==> src/pool_config.svh <==
/*
 * Build-time sizing of the pooling stage
 * map_beat_t carries POOL_NUM_CORES indices, so the global buffer
 * word must be widened together with the core count
 * POOL_NUM_CORES must be at least 2 for the one-bit core tag
 */
`ifndef POOL_CONFIG_SVH
`define POOL_CONFIG_SVH

// Core count and row geometry
`define POOL_NUM_CORES 2
`define POOL_LANES     4
`define POOL_ACT_W     8

// Index and counter widths
`define POOL_IDX_W     8
`define POOL_K_W       4
`define POOL_PNT_W     8

`endif

==> src/pool_cfg_pkg.sv <==
/*
 * Configuration and control types of a pooling run
 * Nip must be a multiple of POOL_NUM_CORES and K at least 1
 */
`default_nettype none

`include "pool_config.svh"

package pool_cfg_pkg;

    // One run, K neighbours per point and Nip points in total
    typedef struct packed {
        logic [`POOL_K_W-1:0]   k;
        logic [`POOL_PNT_W-1:0] nip;
    } pool_cfg_t;

    // Tag of a core on the shared ports
    typedef logic [$clog2(`POOL_NUM_CORES)-1:0] core_id_t;

    // Control FSM of the stage
    typedef enum logic [1:0] {
        RUN_IDLE,
        RUN_MAP,
        RUN_WAIT
    } run_state_t;

    // Per-core FSM, one index in flight at a time
    typedef enum logic [1:0] {
        CORE_IDX,
        CORE_REQ,
        CORE_RSP,
        CORE_RES
    } core_state_t;

endpackage

`default_nettype wire

==> src/pool_data_pkg.sv <==
/*
 * Data types moved between buffer, cores and result port
 * Lanes are unsigned, lane 0 sits in the low bits of a row
 */
`default_nettype none

`include "pool_config.svh"

package pool_data_pkg;

    typedef logic [`POOL_ACT_W-1:0] act_t;
    typedef logic [`POOL_IDX_W-1:0] idx_t;

    // One feature row, all lanes
    typedef act_t [`POOL_LANES-1:0] feat_row_t;

    // Map beat, entry c belongs to core c
    typedef idx_t [`POOL_NUM_CORES-1:0] map_beat_t;

    // Row fetch from one core
    typedef struct packed {
        pool_cfg_pkg::core_id_t core_id;
        idx_t                   addr;
    } fetch_req_t;

    // Returned row, tagged with the asking core
    typedef struct packed {
        pool_cfg_pkg::core_id_t core_id;
        feat_row_t              row;
    } fetch_rsp_t;

    // Pooled row, pnt counts points within its core
    typedef struct packed {
        pool_cfg_pkg::core_id_t   core_id;
        logic [`POOL_PNT_W-1:0]   pnt;
        feat_row_t                row;
    } pool_result_t;

endpackage

`default_nettype wire

==> src/prio_merge.sv <==
/*
 * Fixed-priority merge of N valid/ready senders onto one port
 * Requester 0 wins, grant is purely combinational
 * A sender keeps valid up until its transfer, so grants never drop payload
 */
`timescale 1ns/1ps
`default_nettype none

module prio_merge #(
    parameter int  N = 2,
    parameter type payload_t = logic
) (
    input  wire [N-1:0] valid_in,
    input  wire payload_t data_in [N],
    output logic [N-1:0] ready_in,
    output logic        valid_out,
    output payload_t    data_out,
    input  wire         ready_out
);
    logic [N-1:0] grant;

    // Lowest set bit of the valid vector
    assign grant = valid_in & (~valid_in + 1'b1);

    assign valid_out = |valid_in;

    // Ready goes back only to the granted sender
    assign ready_in = grant & {N{ready_out}};

    always_comb begin
        data_out = data_in[0];
        for (int i = 0; i < N; i++) begin
            if (grant[i]) begin
                data_out = data_in[i];
            end
        end
    end

endmodule

`default_nettype wire

==> src/pool_ctrl.sv <==
/*
 * Run control of the pooling stage
 * Configuration is taken only while idle and held for the whole run
 * clear aborts at once, cores are emptied through run
 */
`timescale 1ns/1ps
`default_nettype none

`include "pool_config.svh"

module pool_ctrl (
    input  wire                             clk,
    input  wire                             rst_n,
    input  wire                             clear,
    input  wire                             cfg_valid,
    input  wire pool_cfg_pkg::pool_cfg_t    cfg,
    output logic                            cfg_ready,
    input  wire                             map_valid,
    output logic                            map_ready,
    input  wire [`POOL_NUM_CORES-1:0]       idx_ready,
    input  wire                             res_valid,
    input  wire                             res_ready,
    output logic                            run,
    output logic [`POOL_K_W-1:0]            k
);
    import pool_cfg_pkg::*;

    localparam int CNT_W = `POOL_K_W + `POOL_PNT_W;
    localparam logic [`POOL_PNT_W-1:0] NC = `POOL_PNT_W'(`POOL_NUM_CORES);

    run_state_t             state;
    run_state_t             state_nxt;
    pool_cfg_t              cfg_r;
    logic [CNT_W-1:0]       map_cnt;
    logic [CNT_W-1:0]       map_total;
    logic [`POOL_PNT_W-1:0] res_cnt;
    logic                   cfg_fire;
    logic                   map_fire;
    logic                   res_fire;
    logic                   map_last;
    logic                   res_last;

    // ========================================================
    // Handshakes
    // ========================================================
    assign cfg_ready = (state == RUN_IDLE);
    // Beat goes to all cores at once, so every core must be open
    assign map_ready = (state == RUN_MAP) & (&idx_ready);
    assign cfg_fire  = cfg_valid & cfg_ready;
    assign map_fire  = map_valid & map_ready;
    assign res_fire  = res_valid & res_ready;

    assign run = (state != RUN_IDLE);
    assign k   = cfg_r.k;

    // Beats per run, each beat feeds every core once
    assign map_total = cfg_r.k * (cfg_r.nip / NC);
    assign map_last  = map_fire & ((map_cnt + 1'b1) == map_total);
    assign res_last  = res_fire & ((res_cnt + 1'b1) == cfg_r.nip);

    // ========================================================
    // Run FSM
    // ========================================================
    always_comb begin
        state_nxt = state;
        case (state)
            RUN_IDLE: if (cfg_fire) state_nxt = RUN_MAP;
            RUN_MAP:  if (map_last) state_nxt = RUN_WAIT;
            RUN_WAIT: if (res_last) state_nxt = RUN_IDLE;
            default:  state_nxt = RUN_IDLE;
        endcase
    end

    always_ff @(posedge clk or negedge rst_n) begin
        if (!rst_n) begin
            state <= RUN_IDLE;
        end else if (clear) begin
            state <= RUN_IDLE;
        end else begin
            state <= state_nxt;
        end
    end

    // Held configuration
    always_ff @(posedge clk) begin
        if (cfg_fire) begin
            cfg_r <= cfg;
        end
    end

    // Transfer counters, reloaded every idle cycle
    always_ff @(posedge clk or negedge rst_n) begin
        if (!rst_n) begin
            map_cnt <= '0;
            res_cnt <= '0;
        end else if (state == RUN_IDLE) begin
            map_cnt <= '0;
            res_cnt <= '0;
        end else begin
            if (map_fire) begin
                map_cnt <= map_cnt + 1'b1;
            end
            // Results can already leave during map intake
            if (res_fire) begin
                res_cnt <= res_cnt + 1'b1;
            end
        end
    end

endmodule

`default_nettype wire

==> src/pool_core.sv <==
/*
 * One pooling core, lane-wise unsigned max over K fetched rows
 * Single outstanding fetch, so the response needs no ready
 * Responses tagged for other cores are ignored
 * run low empties the core and restarts point numbering
 */
`timescale 1ns/1ps
`default_nettype none

`include "pool_config.svh"

module pool_core #(
    parameter pool_cfg_pkg::core_id_t CORE_ID = '0
) (
    input  wire                             clk,
    input  wire                             rst_n,
    input  wire                             run,
    input  wire [`POOL_K_W-1:0]             k,
    input  wire                             idx_valid,
    input  wire [`POOL_IDX_W-1:0]           idx,
    output logic                            idx_ready,
    output logic                            req_valid,
    output pool_data_pkg::fetch_req_t       req,
    input  wire                             req_ready,
    input  wire                             rsp_valid,
    input  wire pool_data_pkg::fetch_rsp_t  rsp,
    output logic                            res_valid,
    output pool_data_pkg::pool_result_t     res,
    input  wire                             res_ready
);
    import pool_cfg_pkg::*;
    import pool_data_pkg::*;

    core_state_t            state;
    logic [`POOL_K_W-1:0]   nbr_cnt;
    logic [`POOL_PNT_W-1:0] pnt_cnt;
    logic [`POOL_IDX_W-1:0] addr_r;
    feat_row_t              acc;
    feat_row_t              acc_nxt;
    logic                   idx_fire;
    logic                   rsp_hit;
    logic                   res_fire;
    logic                   nbr_last;

    // ========================================================
    // Handshakes
    // ========================================================
    assign idx_ready = run & (state == CORE_IDX);
    assign req_valid = run & (state == CORE_REQ);
    assign res_valid = run & (state == CORE_RES);

    assign idx_fire = idx_valid & idx_ready;
    assign res_fire = res_valid & res_ready;
    // Only our own tag, and only while waiting for it
    assign rsp_hit  = rsp_valid & (rsp.core_id == CORE_ID) & (state == CORE_RSP);
    assign nbr_last = ((nbr_cnt + 1'b1) == k);

    assign req.core_id = CORE_ID;
    assign req.addr    = addr_r;

    assign res.core_id = CORE_ID;
    assign res.pnt     = pnt_cnt;
    assign res.row     = acc;

    // Lane-wise max of the running row and the fetched one
    always_comb begin
        for (int l = 0; l < `POOL_LANES; l++) begin
            acc_nxt[l] = (rsp.row[l] > acc[l]) ? rsp.row[l] : acc[l];
        end
    end

    // ========================================================
    // Core FSM and counters
    // ========================================================
    always_ff @(posedge clk or negedge rst_n) begin
        if (!rst_n) begin
            state   <= CORE_IDX;
            nbr_cnt <= '0;
            pnt_cnt <= '0;
        end else if (!run) begin
            state   <= CORE_IDX;
            nbr_cnt <= '0;
            pnt_cnt <= '0;
        end else begin
            case (state)
                CORE_IDX: if (idx_fire) state <= CORE_REQ;
                // Wait for the merge grant
                CORE_REQ: if (req_ready) state <= CORE_RSP;
                CORE_RSP: begin
                    if (rsp_hit) begin
                        if (nbr_last) begin
                            state   <= CORE_RES;
                            nbr_cnt <= '0;
                        end else begin
                            state   <= CORE_IDX;
                            nbr_cnt <= nbr_cnt + 1'b1;
                        end
                    end
                end
                // Index intake stays closed until the row is taken
                CORE_RES: begin
                    if (res_fire) begin
                        state   <= CORE_IDX;
                        pnt_cnt <= pnt_cnt + 1'b1;
                    end
                end
                default: state <= CORE_IDX;
            endcase
        end
    end

    // Running max restarts from zero for every point
    always_ff @(posedge clk) begin
        if (!run) begin
            acc <= '0;
        end else if (rsp_hit) begin
            acc <= acc_nxt;
        end else if (res_fire) begin
            acc <= '0;
        end
        if (idx_fire) begin
            addr_r <= idx;
        end
    end

endmodule

`default_nettype wire

==> src/pool_top.sv <==
/*
 * Pooling stage top, control plus POOL_NUM_CORES cores
 * Fetch requests and results share one port each, lower core first
 * Fetch responses are broadcast and must return the request's core tag
 */
`timescale 1ns/1ps
`default_nettype none

`include "pool_config.svh"

module pool_top (
    input  wire                             clk,
    input  wire                             rst_n,
    input  wire                             clear,
    input  wire                             cfg_valid,
    input  wire pool_cfg_pkg::pool_cfg_t    cfg,
    output logic                            cfg_ready,
    input  wire                             map_valid,
    input  wire pool_data_pkg::map_beat_t   map,
    output logic                            map_ready,
    output logic                            mem_req_valid,
    output pool_data_pkg::fetch_req_t       mem_req,
    input  wire                             mem_req_ready,
    input  wire                             mem_rsp_valid,
    input  wire pool_data_pkg::fetch_rsp_t  mem_rsp,
    output logic                            res_valid,
    output pool_data_pkg::pool_result_t     res,
    input  wire                             res_ready
);
    import pool_cfg_pkg::*;
    import pool_data_pkg::*;

    localparam int NC = `POOL_NUM_CORES;

    logic                 run;
    logic [`POOL_K_W-1:0] k;
    logic                 map_fire;
    logic [NC-1:0]        idx_ready;
    logic [NC-1:0]        core_req_valid;
    logic [NC-1:0]        core_req_ready;
    logic [NC-1:0]        core_res_valid;
    logic [NC-1:0]        core_res_ready;
    fetch_req_t           core_req [NC];
    pool_result_t         core_res [NC];

    // ========================================================
    // Control
    // ========================================================
    pool_ctrl u_ctrl (
        .clk       (clk),
        .rst_n     (rst_n),
        .clear     (clear),
        .cfg_valid (cfg_valid),
        .cfg       (cfg),
        .cfg_ready (cfg_ready),
        .map_valid (map_valid),
        .map_ready (map_ready),
        .idx_ready (idx_ready),
        .res_valid (res_valid),
        .res_ready (res_ready),
        .run       (run),
        .k         (k)
    );

    // One beat feeds all cores in the same cycle
    assign map_fire = map_valid & map_ready;

    // ========================================================
    // Cores
    // ========================================================
    for (genvar c = 0; c < NC; c++) begin : g_core
        pool_core #(
            .CORE_ID (core_id_t'(c))
        ) u_core (
            .clk       (clk),
            .rst_n     (rst_n),
            .run       (run),
            .k         (k),
            .idx_valid (map_fire),
            .idx       (map[c]),
            .idx_ready (idx_ready[c]),
            .req_valid (core_req_valid[c]),
            .req       (core_req[c]),
            .req_ready (core_req_ready[c]),
            .rsp_valid (mem_rsp_valid),
            .rsp       (mem_rsp),
            .res_valid (core_res_valid[c]),
            .res       (core_res[c]),
            .res_ready (core_res_ready[c])
        );
    end

    // ========================================================
    // Shared ports
    // ========================================================
    prio_merge #(
        .N         (NC),
        .payload_t (fetch_req_t)
    ) u_req_merge (
        .valid_in  (core_req_valid),
        .data_in   (core_req),
        .ready_in  (core_req_ready),
        .valid_out (mem_req_valid),
        .data_out  (mem_req),
        .ready_out (mem_req_ready)
    );

    prio_merge #(
        .N         (NC),
        .payload_t (pool_result_t)
    ) u_res_merge (
        .valid_in  (core_res_valid),
        .data_in   (core_res),
        .ready_in  (core_res_ready),
        .valid_out (res_valid),
        .data_out  (res),
        .ready_out (res_ready)
    );

endmodule

`default_nettype wire

==> config.mk <==
export PLATFORM = sky130hd
export DESIGN_NAME = pool_top
export DESIGN_NICKNAME = d
export VERILOG_FILES = /design/src/pool_cfg_pkg.sv /design/src/pool_data_pkg.sv /design/src/prio_merge.sv /design/src/pool_ctrl.sv /design/src/pool_core.sv /design/src/pool_top.sv
export VERILOG_INCLUDE_DIRS = /design/src /design/src/src
export SDC_FILE = /design/constraint.sdc
export NUM_CORES = 1
export LEC_CHECK = 0
export ABC_AREA = 1
export BUFFER_PORTS_ARGS = -buffer_cell sky130_fd_sc_hd__buf_2
export CAP_MARGIN = 20
export CORE_AREA = 2 2 126 141
export DETAILED_ROUTE_END_ITERATION = 7
export DIE_AREA = 0 0 128 143
export PLACE_DENSITY = 0.79
export RECOVER_POWER = 50
export SETUP_SLACK_MARGIN = 0.4
export SLEW_MARGIN = 15
export SYNTH_ARGS = -nofsm -noshare
export SYNTH_HDL_FRONTEND = slang
export SYNTH_SLANG_ARGS = --single-unit
==> constraint.sdc <==
create_clock -name clk -period 3.4 [get_ports clk]
set_input_delay 0.17 -clock clk [delete_from_list [all_inputs] [get_ports clk]]
set_output_delay 0.17 -clock clk [all_outputs]
set_load 0.1 [all_outputs]
==> results of run 1 <==
==> through the flow <==
stage	hold WS (ns)	setup slack, ns	instances
floorplan	-0.126	-0.107	1303
global placement	0.332	0.227	1609
detailed placement	0.328	0.153	1609
CTS	0.000833	0.401	1677
global route	0.0341	0.119	1684
finish	0.00901	0.299	1684
==> power by group <==
group          leakage [nW]  internal (mW)  switching, mW
Clock                 0.297           1.17          0.714
Sequential             1.47           1.81         0.0783
Combinational          3.43          0.543           1.19
==> state kept, by name (all words and copies together) (netlist names) <==
name	cells
g_core.u_core.res	64
g_core.u_core.addr_r	16
g_core.u_core.pnt_cnt	16
u_ctrl.map_cnt	12
g_core.u_core.nbr_cnt	8
u_ctrl.cfg_r	8
u_ctrl.res_cnt	8
g_core.u_core.state	4
u_ctrl.k	4
u_ctrl.state	2
==> final cells by class <==
type	instances	area (µm²)
Sequential cell	142	3370
Inverter	197	739
Tap cell	208	260
Timing Repair Buffer	175	1070
Clock inverter	8	75.1
Fill cell	1442	5220
Multi-Input combinational cell	931	5500
Clock buffer	23	532
==> Yosys cell counts, drive strengths merged (4+ instances only) <==
cell type	instances	share of area, %
a21boi	7	0.55
buf	20	1.0
o22ai	16	1.0
fa	10	2.1
nor3	13	0.83
ha	85	11
inv	195	7.6
nand4	15	0.98
nor2	69	3.1
edfxtp	28	8.7
o21ai	71	3.7
nand3	160	8.4
a31oi	5	0.86
dfrtp	50	13
xor2	13	1.2
xnor2	9	0.82
o21a	6	0.47
nand2	333	13
clkbuf	13	0.51
o221ai	4	0.56
dfxtp	64	13
a21oi	99	5.2
==> path summary, 6_finish.rpt <==
kind,cells after the start,endpoint,slack [ns]
max,19,u_ctrl.state[0],0.30
min reg2reg,1,g_core[1].u_core.pnt_cnt[7],0.48
max reg2reg,19,u_ctrl.state[0],0.30
min,3,g_core[1].u_core.res[0],0.009
min in group asynchronous,2,u_ctrl.res_cnt[7],0.87
max in group asynchronous,3,g_core[1].u_core.state[0],1.08
==> worst register-to-register path: cells and delay by family, from the launching register on <==
family / cells / cell delay, ns
simple gates: 12 / 0.90
buf+inv: 3 / 0.29
fa+ha+maj: 3 / 1.25
compound gates: 1 / 0.05
flops: 1 / 0.51
==> logic make-up (layout without fill, tap and decap cells) <==
logic type	after synthesis	count (layout)	share of synthesized area, %
AOI/OAI and AO/OA	217	217	13.1
buffers and inverters	230	403	9.24
and+or+nand+nor	596	596	27.1
xor gates and xnor gates	23	23	2.24
adders and majority gates	95	95	13.1
DFF	142	142	35.1
==> repair_timing <==
| action | 4_1_cts | 5_1_grt |
|---|---|---|
| setup endpoints to repair | 2 | 4 |
| endpoints found under the hold margin | 66 | 0 |
| hold buffers | 29 | 0 |
| gates cloned | 0 | 0 |
| resized for setup | 14 | 38 |
| buffers inserted | 8 | 7 |
| pin swaps | 17 | 42 |
==> layer usage <==
| layer | vias up | wire length, µm | global-route usage (%) |
|---|---|---|---|
| met1 | 4340 | 9940 | 32.7 |
| met4 | 2 | 778 | 11.3 |
| met3 | 59 | 1480 | 6.11 |
| li1 | 4635 | - | - |
| met2 | 310 | 12800 | 48.8 |
| met5 | - | 8 | 0 |
==> metrics.txt, run 1 <==
# TYPE chip_impl_metric gauge
chip_impl_metric{name="synth_sequential_area_ratio",unit="%"} 35.1
chip_impl_metric{name="synthArstFlopShare",unit="%"} 35.2
chip_impl_metric{name="number_of_enable_type_register_cells_in_the_synthesized_netlist",unit=""} 28
chip_impl_metric{name="h-tree-depth",unit=""} 4
chip_impl_metric{name="total_via_count_in_the_routed_design",unit=""} 9346
chip_impl_metric{name="num_rows",unit=""} 50
chip_impl_metric{name="globalplace.congestion",unit=""} 0.900
chip_impl_metric{name="drt_wl_total",unit="µm"} 25000
chip_impl_info{name="commonest_cells_after_routing_fill_and_taps_aside",value="nand2_1, inv_1, nand3_1"} 1
chip_impl_info{name="cpMaxStageDelayCell",value="fa_1"} 1
chip_impl_metric{name="finalCritPeriodShare",unit="%"} 91.2
chip_impl_metric{name="track_usage",unit="%"} 27.7
chip_impl_metric{name="vdd_ir_drop_max",unit="µV"} 451
chip_impl_metric{name="die-height",unit="µm"} 143
chip_impl_metric{name="grt_first_pass_wirelength",unit="µm"} 40700
chip_impl_metric{name="max_freq",unit="MHz"} 322
chip_impl_metric{name="yosys_register_bits",unit=""} 142
chip_impl_info{name="critical-path-top-delay-family",value="adder cells"} 1
chip_impl_info{name="cts.root.buffer_cell",value="clkbuf_16"} 1
chip_impl_metric{name="area_delta_synth_final",unit="%"} 20.2
chip_impl_info{name="worstPathCellList",value="buf_4 > nand2_2 > fa_1 > fa_1 > inv_2 > ha_4 > nand2_2 > nand2_2 > inv_2 > nand2_4 > nand2_1 > nand2_1 > nand2_1 > nand2_2 > nand3_1 > nor2_1 > nand3_1 > nand2_1 > o21ai_2"} 1
chip_impl_info{name="unrepaired_setup_endpoints_after_global_routing",value="true"} 1
chip_impl_metric{name="drc",unit=""} 0
chip_impl_metric{name="num_antenna_cells",unit=""} 0
chip_impl_info{name="hp-start",value="mem_rsp[0]"} 1
chip_impl_info{name="min_path_type",value="input port to register"} 1
chip_impl_metric{name="post_synth_instance_area",unit="µm²"} 9610
chip_impl_metric{name="p_leak",unit="nW"} 5.20
chip_impl_metric{name="drive_above_1_share",unit="%"} 16.5
chip_impl_metric{name="fin_skew",unit="ns"} 0.00933
chip_impl_metric{name="timing.slew.headroom",unit="%"} -37.6
chip_impl_metric{name="grt_antenna_before_repair",unit=""} 1
chip_impl_metric{name="die_area",unit="µm²"} 18300
chip_impl_info{name="worstSetupStartpoint",value="u_ctrl.k[1]"} 1
chip_impl_metric{name="initial_core_util",unit="%"} 57.3
chip_impl_info{name="worstSetupPathType",value="register to register"} 1
chip_impl_metric{name="yosys_warnings",unit=""} 0
chip_impl_info{name="startpoint_type",value="register"} 1
chip_impl_metric{name="dr.pass1.iters",unit=""} 5
chip_impl_metric{name="post_synth_inst_count",unit=""} 1303
chip_impl_metric{name="maxSlewViolCount",unit=""} 40
chip_impl_metric{name="post_dp_cell_area",unit="µm²"} 10400
chip_impl_info{name="ys_dominant_reg_cell",value="dfxtp_1"} 1
chip_impl_metric{name="detailedRoute.firstIterationViolations",unit=""} 458
chip_impl_metric{name="critPathRequiredTime",unit="ns"} 3.72
chip_impl_metric{name="final.setup.tns",unit="ns"} 0
chip_impl_info{name="layout.cells.most_common",value="nand2_1"} 1
chip_impl_info{name="failed_checks",value="capacitance limit, slew limit"} 1
chip_impl_metric{name="worstSkewPairLatency",unit="ns"} 0.43
chip_impl_info{name="tritoncts",value="done"} 1
chip_impl_metric{name="grt_pass1_vias",unit=""} 8890
chip_impl_metric{name="timing.critical_path.fanout_max",unit=""} 6
chip_impl_metric{name="critical-path-max-stage-delay",unit="ns"} 0.53
chip_impl_metric{name="clk_pin_slew",unit="ns"} 0.06
chip_impl_metric{name="cts_buffer_count",unit=""} 17
chip_impl_metric{name="ios",unit=""} 123
chip_impl_metric{name="final_cell_area",unit="µm²"} 11600
chip_impl_metric{name="syn-num-nets",unit=""} 1467
chip_impl_metric{name="grt_max_degree",unit=""} 64
chip_impl_metric{name="die-width",unit="µm"} 128
chip_impl_metric{name="wl_per_cell",unit="µm"} 14.8
chip_impl_info{name="worstReg2RegStart",value="u_ctrl.k[1]"} 1
chip_impl_metric{name="power-per-cell-area",unit="nW/µm²"} 476
chip_impl_metric{name="post-dp-hpwl",unit="µm"} 17500
chip_impl_metric{name="finalSetupViolations",unit=""} 0
chip_impl_metric{name="total_nets_final",unit=""} 1628
chip_impl_metric{name="synthDistinctLibCells",unit=""} 47
chip_impl_metric{name="ant_nets",unit=""} 0
chip_impl_metric{name="shortest_clock_period_the_worst_path_allows_after_layout",unit="ns"} 3.10
chip_impl_metric{name="timing_worst_slew_pin_value",unit="ns"} 2.06
chip_impl_metric{name="via_per_inst",unit=""} 5.55
chip_impl_metric{name="post-layout-total-power",unit="mW"} 5.50
chip_impl_metric{name="core_area",unit="µm²"} 16800
chip_impl_metric{name="synth.avg_cell_area",unit="µm²"} 7.38
chip_impl_info{name="outcome",value="finished, violations left"} 1
chip_impl_metric{name="cp.arrival",unit="ns"} 3.42
chip_impl_metric{name="worst-path-buf-inv",unit=""} 3
chip_impl_metric{name="clock_tree.buffer_depth",unit=""} 2
chip_impl_metric{name="clkSinkCount",unit=""} 142
chip_impl_metric{name="max_cap_violations",unit=""} 1
chip_impl_metric{name="final_hold_vios",unit=""} 0
chip_impl_metric{name="port_buffers",unit=""} 122
chip_impl_metric{name="fin_util",unit="%"} 68.9
chip_impl_info{name="worst_setup_path_end_kind",value="register"} 1
chip_impl_metric{name="grt_overflow",unit=""} 0
(Power assumes the default switching activity.)
==> inputs of run 2 (changes only) <==
Settings changed: ABC_AREA 1 to 0, CORE_AREA 2 2 126 141 to 2 2 123 137, CTS_BUF_LIST from default to sky130_fd_sc_hd__clkbuf_4 sky130_fd_sc_hd__clkbuf_8 sky130_fd_sc_hd__clkbuf_16, DIE_AREA 0 0 128 143 to 0 0 125 139, PLACE_DENSITY 0.79 to 0.8.
==> run 2 against run 1 <==
Against the previous run:
- the run ends with capacitance limit, slew limit, setup timing left
- combinational power shrank 59%
- critical path depth down 5
- worst hold slack better by 0.010 ns
- power shrank 22%
- design area rose by 1.5%
- count of clock-buffer cells in the layout grew 3
- sequential power fell by 6%
- first-iteration DRC count up 27%
- die area shrank 5.1%
- global-route usage decreased by 0.39 points
==> metrics.txt, run 2 <==
# TYPE chip_impl_metric gauge
chip_impl_info{name="grt_peak_use_layer",value="met2"} 1
chip_impl_metric{name="core_area",unit="µm²"} 16100
chip_impl_info{name="path_common_cell",value="fa_1"} 1
chip_impl_metric{name="cp.arrival",unit="ns"} 4.06
chip_impl_info{name="tritoncts",value="done"} 1
chip_impl_metric{name="pwr-share-comb",unit="%"} 16.4
chip_impl_metric{name="worstSkewPairLatency",unit="ns"} 0.42
chip_impl_metric{name="total_via_count_in_the_routed_design",unit=""} 8129
chip_impl_metric{name="track_usage",unit="%"} 27.3
chip_impl_info{name="ys_top_cells_by_area",value="dfxtp_1, dfrtp_1, ha_1, edfxtp_1, nand2_1"} 1
chip_impl_metric{name="drt_wl_total",unit="µm"} 23600
chip_impl_metric{name="largest_register_ff_count",unit=""} 64
chip_impl_metric{name="yosys_register_bits",unit=""} 142
chip_impl_info{name="commonest_cells_after_routing_fill_and_taps_aside",value="nand2_1, buf_2, ha_1"} 1
chip_impl_metric{name="h-tree-depth",unit=""} 4
chip_impl_metric{name="hold-worst-slack",unit="ns"} 0.0190
chip_impl_metric{name="power-per-cell-area",unit="nW/µm²"} 367
chip_impl_metric{name="final_hold_vios",unit=""} 0
chip_impl_metric{name="grt_max_degree",unit=""} 72
chip_impl_metric{name="met3_usage",unit="%"} 5.32
chip_impl_metric{name="gr-usage-met2",unit="%"} 49.1
chip_impl_metric{name="yosysTopAreaCellShare",unit="%"} 14.0
chip_impl_metric{name="drive_above_1_share",unit="%"} 20.1
chip_impl_metric{name="synthArstFlopShare",unit="%"} 35.2
chip_impl_metric{name="layout.filler_cells",unit=""} 1175
chip_impl_metric{name="p_sw_share",unit="%"} 25.8
chip_impl_info{name="outcome",value="finished, violations left"} 1
chip_impl_metric{name="die-height",unit="µm"} 139
chip_impl_metric{name="p_sw",unit="mW"} 1.11
chip_impl_metric{name="via_per_inst",unit=""} 5.69
chip_impl_metric{name="finalSetupViolations",unit=""} 20
chip_impl_metric{name="drc",unit=""} 0
chip_impl_metric{name="ant_nets",unit=""} 0
chip_impl_metric{name="vdd_ir_drop_max",unit="µV"} 343
chip_impl_info{name="layout.cells.most_common",value="nand2_1"} 1
chip_impl_info{name="yosys-top-cells-count",value="nand2_1, ha_1, inv_1"} 1
chip_impl_metric{name="p_leak",unit="nW"} 4.85
chip_impl_metric{name="fin_skew",unit="ns"} 0.0104
chip_impl_metric{name="synth.avg_cell_area",unit="µm²"} 8.78
chip_impl_metric{name="timing.critical_path.fanout_max",unit=""} 4
chip_impl_metric{name="critPathRequiredTime",unit="ns"} 3.69
chip_impl_metric{name="fin_util",unit="%"} 73.0
chip_impl_metric{name="synthDistinctLibCells",unit=""} 52
chip_impl_metric{name="critical-path-max-stage-delay",unit="ns"} 0.51
chip_impl_info{name="synth.largest_area_cell",value="dfxtp_1"} 1
chip_impl_info{name="min_path_type",value="input port to register"} 1
chip_impl_metric{name="synth_sequential_area_ratio",unit="%"} 36.8
chip_impl_metric{name="maxSlewViolCount",unit=""} 70
chip_impl_metric{name="number_of_enable_type_register_cells_in_the_synthesized_netlist",unit=""} 28
chip_impl_metric{name="timing.slew.headroom",unit="%"} -0.219
chip_impl_metric{name="ios",unit=""} 123
chip_impl_metric{name="area_delta_synth_final",unit="%"} 27.7
chip_impl_metric{name="post_synth_inst_count",unit=""} 1045
chip_impl_metric{name="clock_tree.buffer_depth",unit=""} 2
chip_impl_metric{name="post-layout-total-power",unit="mW"} 4.30
chip_impl_metric{name="wl_per_cell",unit="µm"} 16.5
chip_impl_metric{name="die-width",unit="µm"} 125
chip_impl_info{name="ys_dominant_reg_cell",value="dfxtp_1"} 1
chip_impl_metric{name="max_freq",unit="MHz"} 265
chip_impl_info{name="synth.most_common_cell",value="nand2_1"} 1
chip_impl_info{name="unrepaired_setup_endpoints_after_global_routing",value="true"} 1
chip_impl_metric{name="grt_util_met1",unit="%"} 32.1
chip_impl_info{name="failed_checks",value="capacitance limit, slew limit, setup timing"} 1
chip_impl_metric{name="detailedRoute.firstIterationViolations",unit=""} 583
chip_impl_metric{name="grt_pass1_vias",unit=""} 8193
chip_impl_info{name="worstSetupPathType",value="register to register"} 1
chip_impl_info{name="startpoint_type",value="register"} 1
chip_impl_info{name="worstPathCellList",value="buf_6 > nand2_2 > fa_1 > fa_1 > inv_2 > ha_4 > a21o_1 > a31o_2 > buf_4 > o21ai_0 > and3_1 > o21ai_1 > or4_4 > nor4b_4"} 1
chip_impl_metric{name="clk_pin_slew",unit="ns"} 0.06
chip_impl_metric{name="syn-num-nets",unit=""} 1209
chip_impl_metric{name="multi_input_comb_area",unit="µm²"} 5480
chip_impl_metric{name="die_area",unit="µm²"} 17400
chip_impl_metric{name="shortest_clock_period_the_worst_path_allows_after_layout",unit="ns"} 3.77
chip_impl_metric{name="port_buffers",unit=""} 122
chip_impl_metric{name="globalplace.congestion",unit=""} 0.916
chip_impl_metric{name="grt_overflow",unit=""} 0
chip_impl_metric{name="p_int",unit="mW"} 3.19
chip_impl_info{name="worst_setup_path_end_kind",value="register"} 1
chip_impl_metric{name="total_nets_final",unit=""} 1375
chip_impl_metric{name="post-dp-hpwl",unit="µm"} 16400
chip_impl_info{name="cts.root.buffer_cell",value="clkbuf_16"} 1
chip_impl_metric{name="sequential_area",unit="µm²"} 3370
chip_impl_metric{name="initial_core_util",unit="%"} 57.1
chip_impl_metric{name="grt_first_pass_wirelength",unit="µm"} 38700
chip_impl_metric{name="num_rows",unit=""} 49
chip_impl_metric{name="worst_slack",unit="ns"} -0.369
chip_impl_metric{name="finalCritPeriodShare",unit="%"} 111
chip_impl_metric{name="clock_power_share",unit="%"} 42.4
chip_impl_metric{name="cts_buffer_count",unit=""} 17
chip_impl_metric{name="num_antenna_cells",unit=""} 0
chip_impl_metric{name="timing_worst_slew_pin_value",unit="ns"} 1.50
chip_impl_info{name="cpMaxStageDelayCell",value="fa_1"} 1
chip_impl_metric{name="yosys_warnings",unit=""} 0
chip_impl_metric{name="power.share.sequential",unit="%"} 41.2
chip_impl_metric{name="post_synth_instance_area",unit="µm²"} 9180
chip_impl_metric{name="dr.pass1.iters",unit=""} 5
chip_impl_metric{name="grt_antenna_before_repair",unit=""} 0
chip_impl_metric{name="clkSinkCount",unit=""} 142
chip_impl_metric{name="max_cap_violations",unit=""} 1
==> run 2: cell count changes after synthesis, sizes merged, moves of 15 or more <==
cell / before / now
nand2: 333 / 153
nand3: 160 / 56
o22ai: 16 / 0
a21o: 0 / 15
mux2: 0 / 20
or3: 0 / 30
clkbuf: 13 / 42
buf: 20 / 3
xnor2: 9 / 41
inv: 195 / 80
nor2: 69 / 54
mux2i: 0 / 33
a21oi: 99 / 71
==> run 2: cell type report <==
cell class	count	area share (%)
multi-input cells	778	46.7
clock inverters	6	0.502
well taps	204	2.18
repair buffers	192	14.8
clock buffers	26	4.46
flip-flops and latches	142	28.8
inverters	80	2.56
==> run 2: metal layers <==
metal / part of all wire, % / wire [µm] / vias up
met5: 0 / 0 / -
met4: 2.4 / 555 / 0
met3: 5.1 / 1190 / 52
met2: 51 / 12100 / 256
met1: 41 / 9690 / 3884
li1: - / - / 3937
==> run 2: path summary, 6_finish.rpt <==
| kind | startpoint | slack, ns | endpoint | depth (start not counted) |
|---|---|---|---|---|
| max | u_ctrl.k[3] | -0.37 | u_ctrl.state[0] | 14 |
| min | mem_rsp[16] | 0.02 | g_core[0].u_core.res[16] | 3 |
| max reg2reg | u_ctrl.k[3] | -0.37 | u_ctrl.state[0] | 14 |
| min reg2reg | g_core[1].u_core.res[11] | 0.49 | g_core[1].u_core.res[11] | 2 |
| max in group asynchronous | rst_n | 1.77 | u_ctrl.res_cnt[4] | 3 |
| min in group asynchronous | rst_n | 0.22 | u_ctrl.map_cnt[5] | 2 |
==> run 2: cells by family (layout without fill, tap and decap cells) <==
kind of cell               Yosys count  count (layout)  share of synthesized area [%]
AOI/OAI and AO/OA                  189             189                           12.0
xor gates and xnor gates            65              65                           6.20
adders and majority gates           95              95                           13.8
DFF                                142             142                           36.8
buffers and inverters              125             304                           5.20
and+or+nand+nor                    376             376                           20.0
muxes                               53              53                           6.05
==> run 2: power by group through the flow <==
stage,registers (mW),clock network [mW],logic [mW]
global route,1.77,1.93,0.776
detailed placement,1.81,0,0.649
global placement,1.80,0,0.627
floorplan,1.80,0,0.445
finish,1.77,1.82,0.707
CTS,1.77,1.84,0.700
==> run 2: through the flow <==
step | instance area [µm²] | setup TNS (ns) | std cells | setup slack [ns]
after CTS | 11800 | -0.444 | 1428 | -0.248
after global placement | 10800 | -0.499 | 1362 | -0.288
final | 11700 | -2.88 | 1428 | -0.369
after floorplan | 9350 | -0.272 | 1045 | -0.174
after detailed placement | 10800 | -0.674 | 1362 | -0.377
after global routing | 11700 | -13.38 | 1428 | -0.439
==> run 2: what timing repair did <==
action                                  in CTS  in global routing
endpoints found under the hold margin       37                  0
gates resized for setup                     10                  0
endpoints found under the setup margin       2                  2
pin swaps                                    4                  0
hold buffers                                30                  0
buffers inserted                             4                  0
==> run 2: worst max-delay path, delay by kind of cell (launching register included) <==
kind / cells / cell delay [ns]
buf+inv: 3 / 0.33
simple gates: 4 / 0.88
fa+ha+maj: 3 / 1.18
compound gates: 4 / 0.82
flops: 1 / 0.43
==> inputs of run 3 (changes only) <==
Settings changed: CORE_AREA 2 2 123 137 to 2 2 129 144, DIE_AREA 0 0 125 139 to 0 0 131 146, PLACE_DENSITY 0.8 to 0.78, SYNTH_HIERARCHICAL from default to 1.
==> run 3 against run 2 <==
Against the previous run:
- the run ends with capacitance limit, setup timing left
- count of clock-buffer cells in the layout fell by 8
- largest power group unchanged
- sequential share of layout area down 1.8 points
- sequential power hardly changed
- highest routed layer unchanged
- area after synthesis grew 9.5%
==> metrics.txt, run 3 <==
# TYPE chip_impl_metric gauge
chip_impl_info{name="outcome",value="finished, violations left"} 1
chip_impl_info{name="failed_checks",value="capacitance limit, setup timing"} 1
chip_impl_metric{name="globalplace.congestion",unit=""} 0.862
chip_impl_info{name="min_path_type",value="input port to register"} 1
chip_impl_info{name="ys_dominant_reg_cell",value="dfxtp_1"} 1
chip_impl_metric{name="routed_wl_met2",unit="µm"} 12300
chip_impl_metric{name="post-dp-hpwl",unit="µm"} 15900
chip_impl_info{name="worstPathCellList",value="buf_4 > buf_4 > nand2_1 > fa_1 > fa_1 > inv_1 > ha_4 > o21a_1 > nor2_2 > a21oi_2 > xnor2_1 > a2111oi_4 > nand4_1 > a21o_1"} 1
chip_impl_metric{name="worst_slack",unit="ns"} -0.225
chip_impl_metric{name="cts_buffer_count",unit=""} 17
chip_impl_metric{name="die_area",unit="µm²"} 19100
chip_impl_metric{name="max_freq",unit="MHz"} 276
chip_impl_metric{name="worstSkewPairLatency",unit="ns"} 0.43
chip_impl_metric{name="core_area",unit="µm²"} 17500
chip_impl_metric{name="grt_antenna_before_repair",unit=""} 0
chip_impl_metric{name="finalSetupViolations",unit=""} 34
chip_impl_metric{name="grt_max_degree",unit=""} 67
chip_impl_metric{name="max_cap_violations",unit=""} 1
chip_impl_metric{name="timing_worst_slew_pin_value",unit="ns"} 1.50
chip_impl_metric{name="synthDistinctLibCells",unit=""} 65
chip_impl_metric{name="final_hold_vios",unit=""} 0
chip_impl_metric{name="grt_first_pass_wirelength",unit="µm"} 38600
chip_impl_metric{name="maxSlewViolCount",unit=""} 0
chip_impl_metric{name="post-place-ws",unit="ns"} -0.111
chip_impl_metric{name="synthArstFlopShare",unit="%"} 35.2
chip_impl_metric{name="ios",unit=""} 123
chip_impl_metric{name="num_rows",unit=""} 51
chip_impl_metric{name="finalCritPeriodShare",unit="%"} 107
chip_impl_metric{name="yosys_warnings",unit=""} 6
chip_impl_metric{name="yosysTopAreaCellShare",unit="%"} 12.8
chip_impl_metric{name="h-tree-depth",unit=""} 4
chip_impl_info{name="startpoint_type",value="register"} 1
chip_impl_metric{name="detailedRoute.firstIterationViolations",unit=""} 540
chip_impl_metric{name="total_nets_final",unit=""} 1370
chip_impl_info{name="ys_top_cells_by_area",value="dfxtp_1, dfrtp_1, ha_1, edfxtp_1, nand2_1"} 1
chip_impl_metric{name="post_synth_inst_count",unit=""} 1057
chip_impl_metric{name="initial_core_util",unit="%"} 57.2
chip_impl_metric{name="number_of_enable_type_register_cells_in_the_synthesized_netlist",unit=""} 28
chip_impl_metric{name="route.layer.met1.wl",unit="µm"} 9780
chip_impl_metric{name="power-per-cell-area",unit="nW/µm²"} 371
chip_impl_metric{name="wl_per_cell",unit="µm"} 16.1
chip_impl_metric{name="area_delta_synth_final",unit="%"} 24.3
chip_impl_info{name="layout.cells.most_common",value="nand2_1"} 1
chip_impl_metric{name="drt_wl_total",unit="µm"} 23500
chip_impl_metric{name="p_leak",unit="nW"} 5.62
chip_impl_metric{name="timing.critical_path.fanout_max",unit=""} 5
chip_impl_metric{name="critical-path-max-stage-delay",unit="ns"} 0.54
chip_impl_metric{name="num_antenna_cells",unit=""} 0
chip_impl_metric{name="ant_nets",unit=""} 0
chip_impl_info{name="top_layer_used",value="met4"} 1
chip_impl_metric{name="clock_tree.buffer_depth",unit=""} 2
chip_impl_info{name="cpMaxStageDelayCell",value="fa_1"} 1
chip_impl_metric{name="track_usage",unit="%"} 25.2
chip_impl_metric{name="grt_overflow",unit=""} 0
chip_impl_metric{name="route.met3.wl",unit="µm"} 914
chip_impl_metric{name="largest_register_ff_count",unit=""} 64
chip_impl_info{name="tritoncts",value="done"} 1
chip_impl_metric{name="fin_skew",unit="ns"} 0.0144
chip_impl_metric{name="vdd_ir_drop_max",unit="µV"} 423
chip_impl_metric{name="numPlacedInstances",unit=""} 1387
chip_impl_metric{name="die-width",unit="µm"} 131
chip_impl_metric{name="critPathRequiredTime",unit="ns"} 3.72
chip_impl_metric{name="layout.filler_cells",unit=""} 1267
chip_impl_metric{name="via_per_inst",unit=""} 5.56
chip_impl_metric{name="die-height",unit="µm"} 146
chip_impl_metric{name="finish.cell_count_without_fillers",unit=""} 1457
chip_impl_metric{name="total_via_count_in_the_routed_design",unit=""} 8098
chip_impl_metric{name="yosys_register_bits",unit=""} 142
chip_impl_metric{name="synth_sequential_area_ratio",unit="%"} 33.6
chip_impl_info{name="unrepaired_setup_endpoints_after_global_routing",value="true"} 1
chip_impl_info{name="synth.most_common_cell",value="nand2_1"} 1
chip_impl_metric{name="shortest_clock_period_the_worst_path_allows_after_layout",unit="ns"} 3.63
chip_impl_metric{name="clkSinkCount",unit=""} 142
chip_impl_metric{name="dr.pass1.iters",unit=""} 5
chip_impl_metric{name="synth.avg_cell_area",unit="µm²"} 9.50
chip_impl_info{name="cts.root.buffer_cell",value="clkbuf_16"} 1
chip_impl_metric{name="grt_pass1_vias",unit=""} 8144
chip_impl_info{name="worst_setup_path_end_kind",value="register"} 1
chip_impl_info{name="synth.largest_area_cell",value="dfxtp_1"} 1
chip_impl_metric{name="post-layout-total-power",unit="mW"} 4.63
chip_impl_metric{name="drc",unit=""} 0
chip_impl_metric{name="port_buffers",unit=""} 122
chip_impl_metric{name="timing.slew.headroom",unit="%"} 0.118
chip_impl_info{name="commonest_cells_after_routing_fill_and_taps_aside",value="nand2_1, inv_1, ha_1"} 1
chip_impl_metric{name="drive_above_1_share",unit="%"} 21.0
chip_impl_metric{name="cp.arrival",unit="ns"} 3.94
chip_impl_metric{name="clk_pin_slew",unit="ns"} 0.07
chip_impl_metric{name="post_synth_instance_area",unit="µm²"} 10000
chip_impl_info{name="yosys-top-cells-count",value="nand2_1, ha_1, inv_1"} 1
chip_impl_info{name="worstSetupPathType",value="register to register"} 1
run 3: changes by cell type in the layout (fill, tap and decap cells not counted), sizes merged, moves of 25 or more:
cell / delta
mux2: +30
o21ai: -37
nand2: +63
or3: -25
a21oi: -28
mux2i: +31
run 3: cell type report:
class | instances | area, µm² | area share, %
clock buffers | 18 | 433 | 3.47
repair buffers | 174 | 1810 | 14.5
inverters | 83 | 312 | 2.50
well taps | 238 | 298 | 2.39
flip-flops and latches | 142 | 3370 | 27.0
multi-input cells | 788 | 6130 | 49.1
clock inverters | 14 | 131 | 1.05
run 3: what timing repair did:
action	in CTS	in global routing
pin swaps	12	4
hold endpoints to repair	51	0
hold buffers	29	0
setup buffers	9	0
endpoints found under the setup margin	34	34
resized for setup	14	7
run 3: cells by family after synthesis:
| logic type | count (synthesis) | synth area share, % |
|---|---|---|
| buffers and inverters | 129 | 6.70 |
| AND/OR/NAND/NOR | 386 | 18.1 |
| XOR/XNOR | 69 | 6.32 |
| multiplexers | 114 | 13.8 |
| AO/OA/AOI/OAI | 120 | 8.91 |
| other | 2 | 0.0748 |
| adder cells (fa/ha/maj) | 95 | 12.6 |
| flip-flops | 142 | 33.6 |
run 3: power breakdown:
group | switching [mW] | total [mW] | internal [mW]
Combinational | 0.635 | 1.05 | 0.420
Sequential | 0.0224 | 1.77 | 1.75
Clock | 0.778 | 1.80 | 1.03
run 3: worst paths after layout:
kind	from	end	slack, ns	cells past startpoint
min in group asynchronous	rst_n	u_ctrl/res_cnt[6]	0.62	2
worst max register to register	u_ctrl/k[1]	u_ctrl/state[0]	-0.23	14
max in group asynchronous	rst_n	g_core[0].u_core/nbr_cnt[1]	0.74	3
worst min register to register	g_core[0].u_core/res[4]	g_core[0].u_core/res[4]	0.47	2
worst max-delay path	u_ctrl/k[1]	u_ctrl/state[0]	-0.23	14
worst min-delay path	mem_rsp[0]	g_core[0].u_core/res[0]	0.01	3
run 3: per-stage QoR:
stage / utilization (%) / setup TNS (ns) / hold slack [ns] / area [µm²]
finish: 71.1 / -1.19 / 0.0116 / 12500
CTS: 71.1 / -0.146 / 0.00102 / 12500
floorplan: - / 0 / -0.126 / 10100
detailed placement: 65.3 / -0.165 / 0.198 / 11500
global route: 71.1 / -12.13 / 0.0113 / 12500
global placement: 65.3 / 0 / 0.197 / 11500
run 3: worst max-delay path, delay by kind of cell, from the launching register on:
| kind | cells | cell delay [ns] |
|---|---|---|
| compound gates | 4 | 0.88 |
| xor+xnor | 1 | 0.12 |
| fa+ha+maj | 3 | 1.27 |
| simple gates | 3 | 0.41 |
| flops | 1 | 0.47 |
| buf+inv | 3 | 0.37 |
run 3: layer usage:
metal	vias up	track usage (%)
li1	3905	-
met1	3924	30.6
met2	223	44.5
met3	46	4.26
met4	0	8.51
met5	-	0
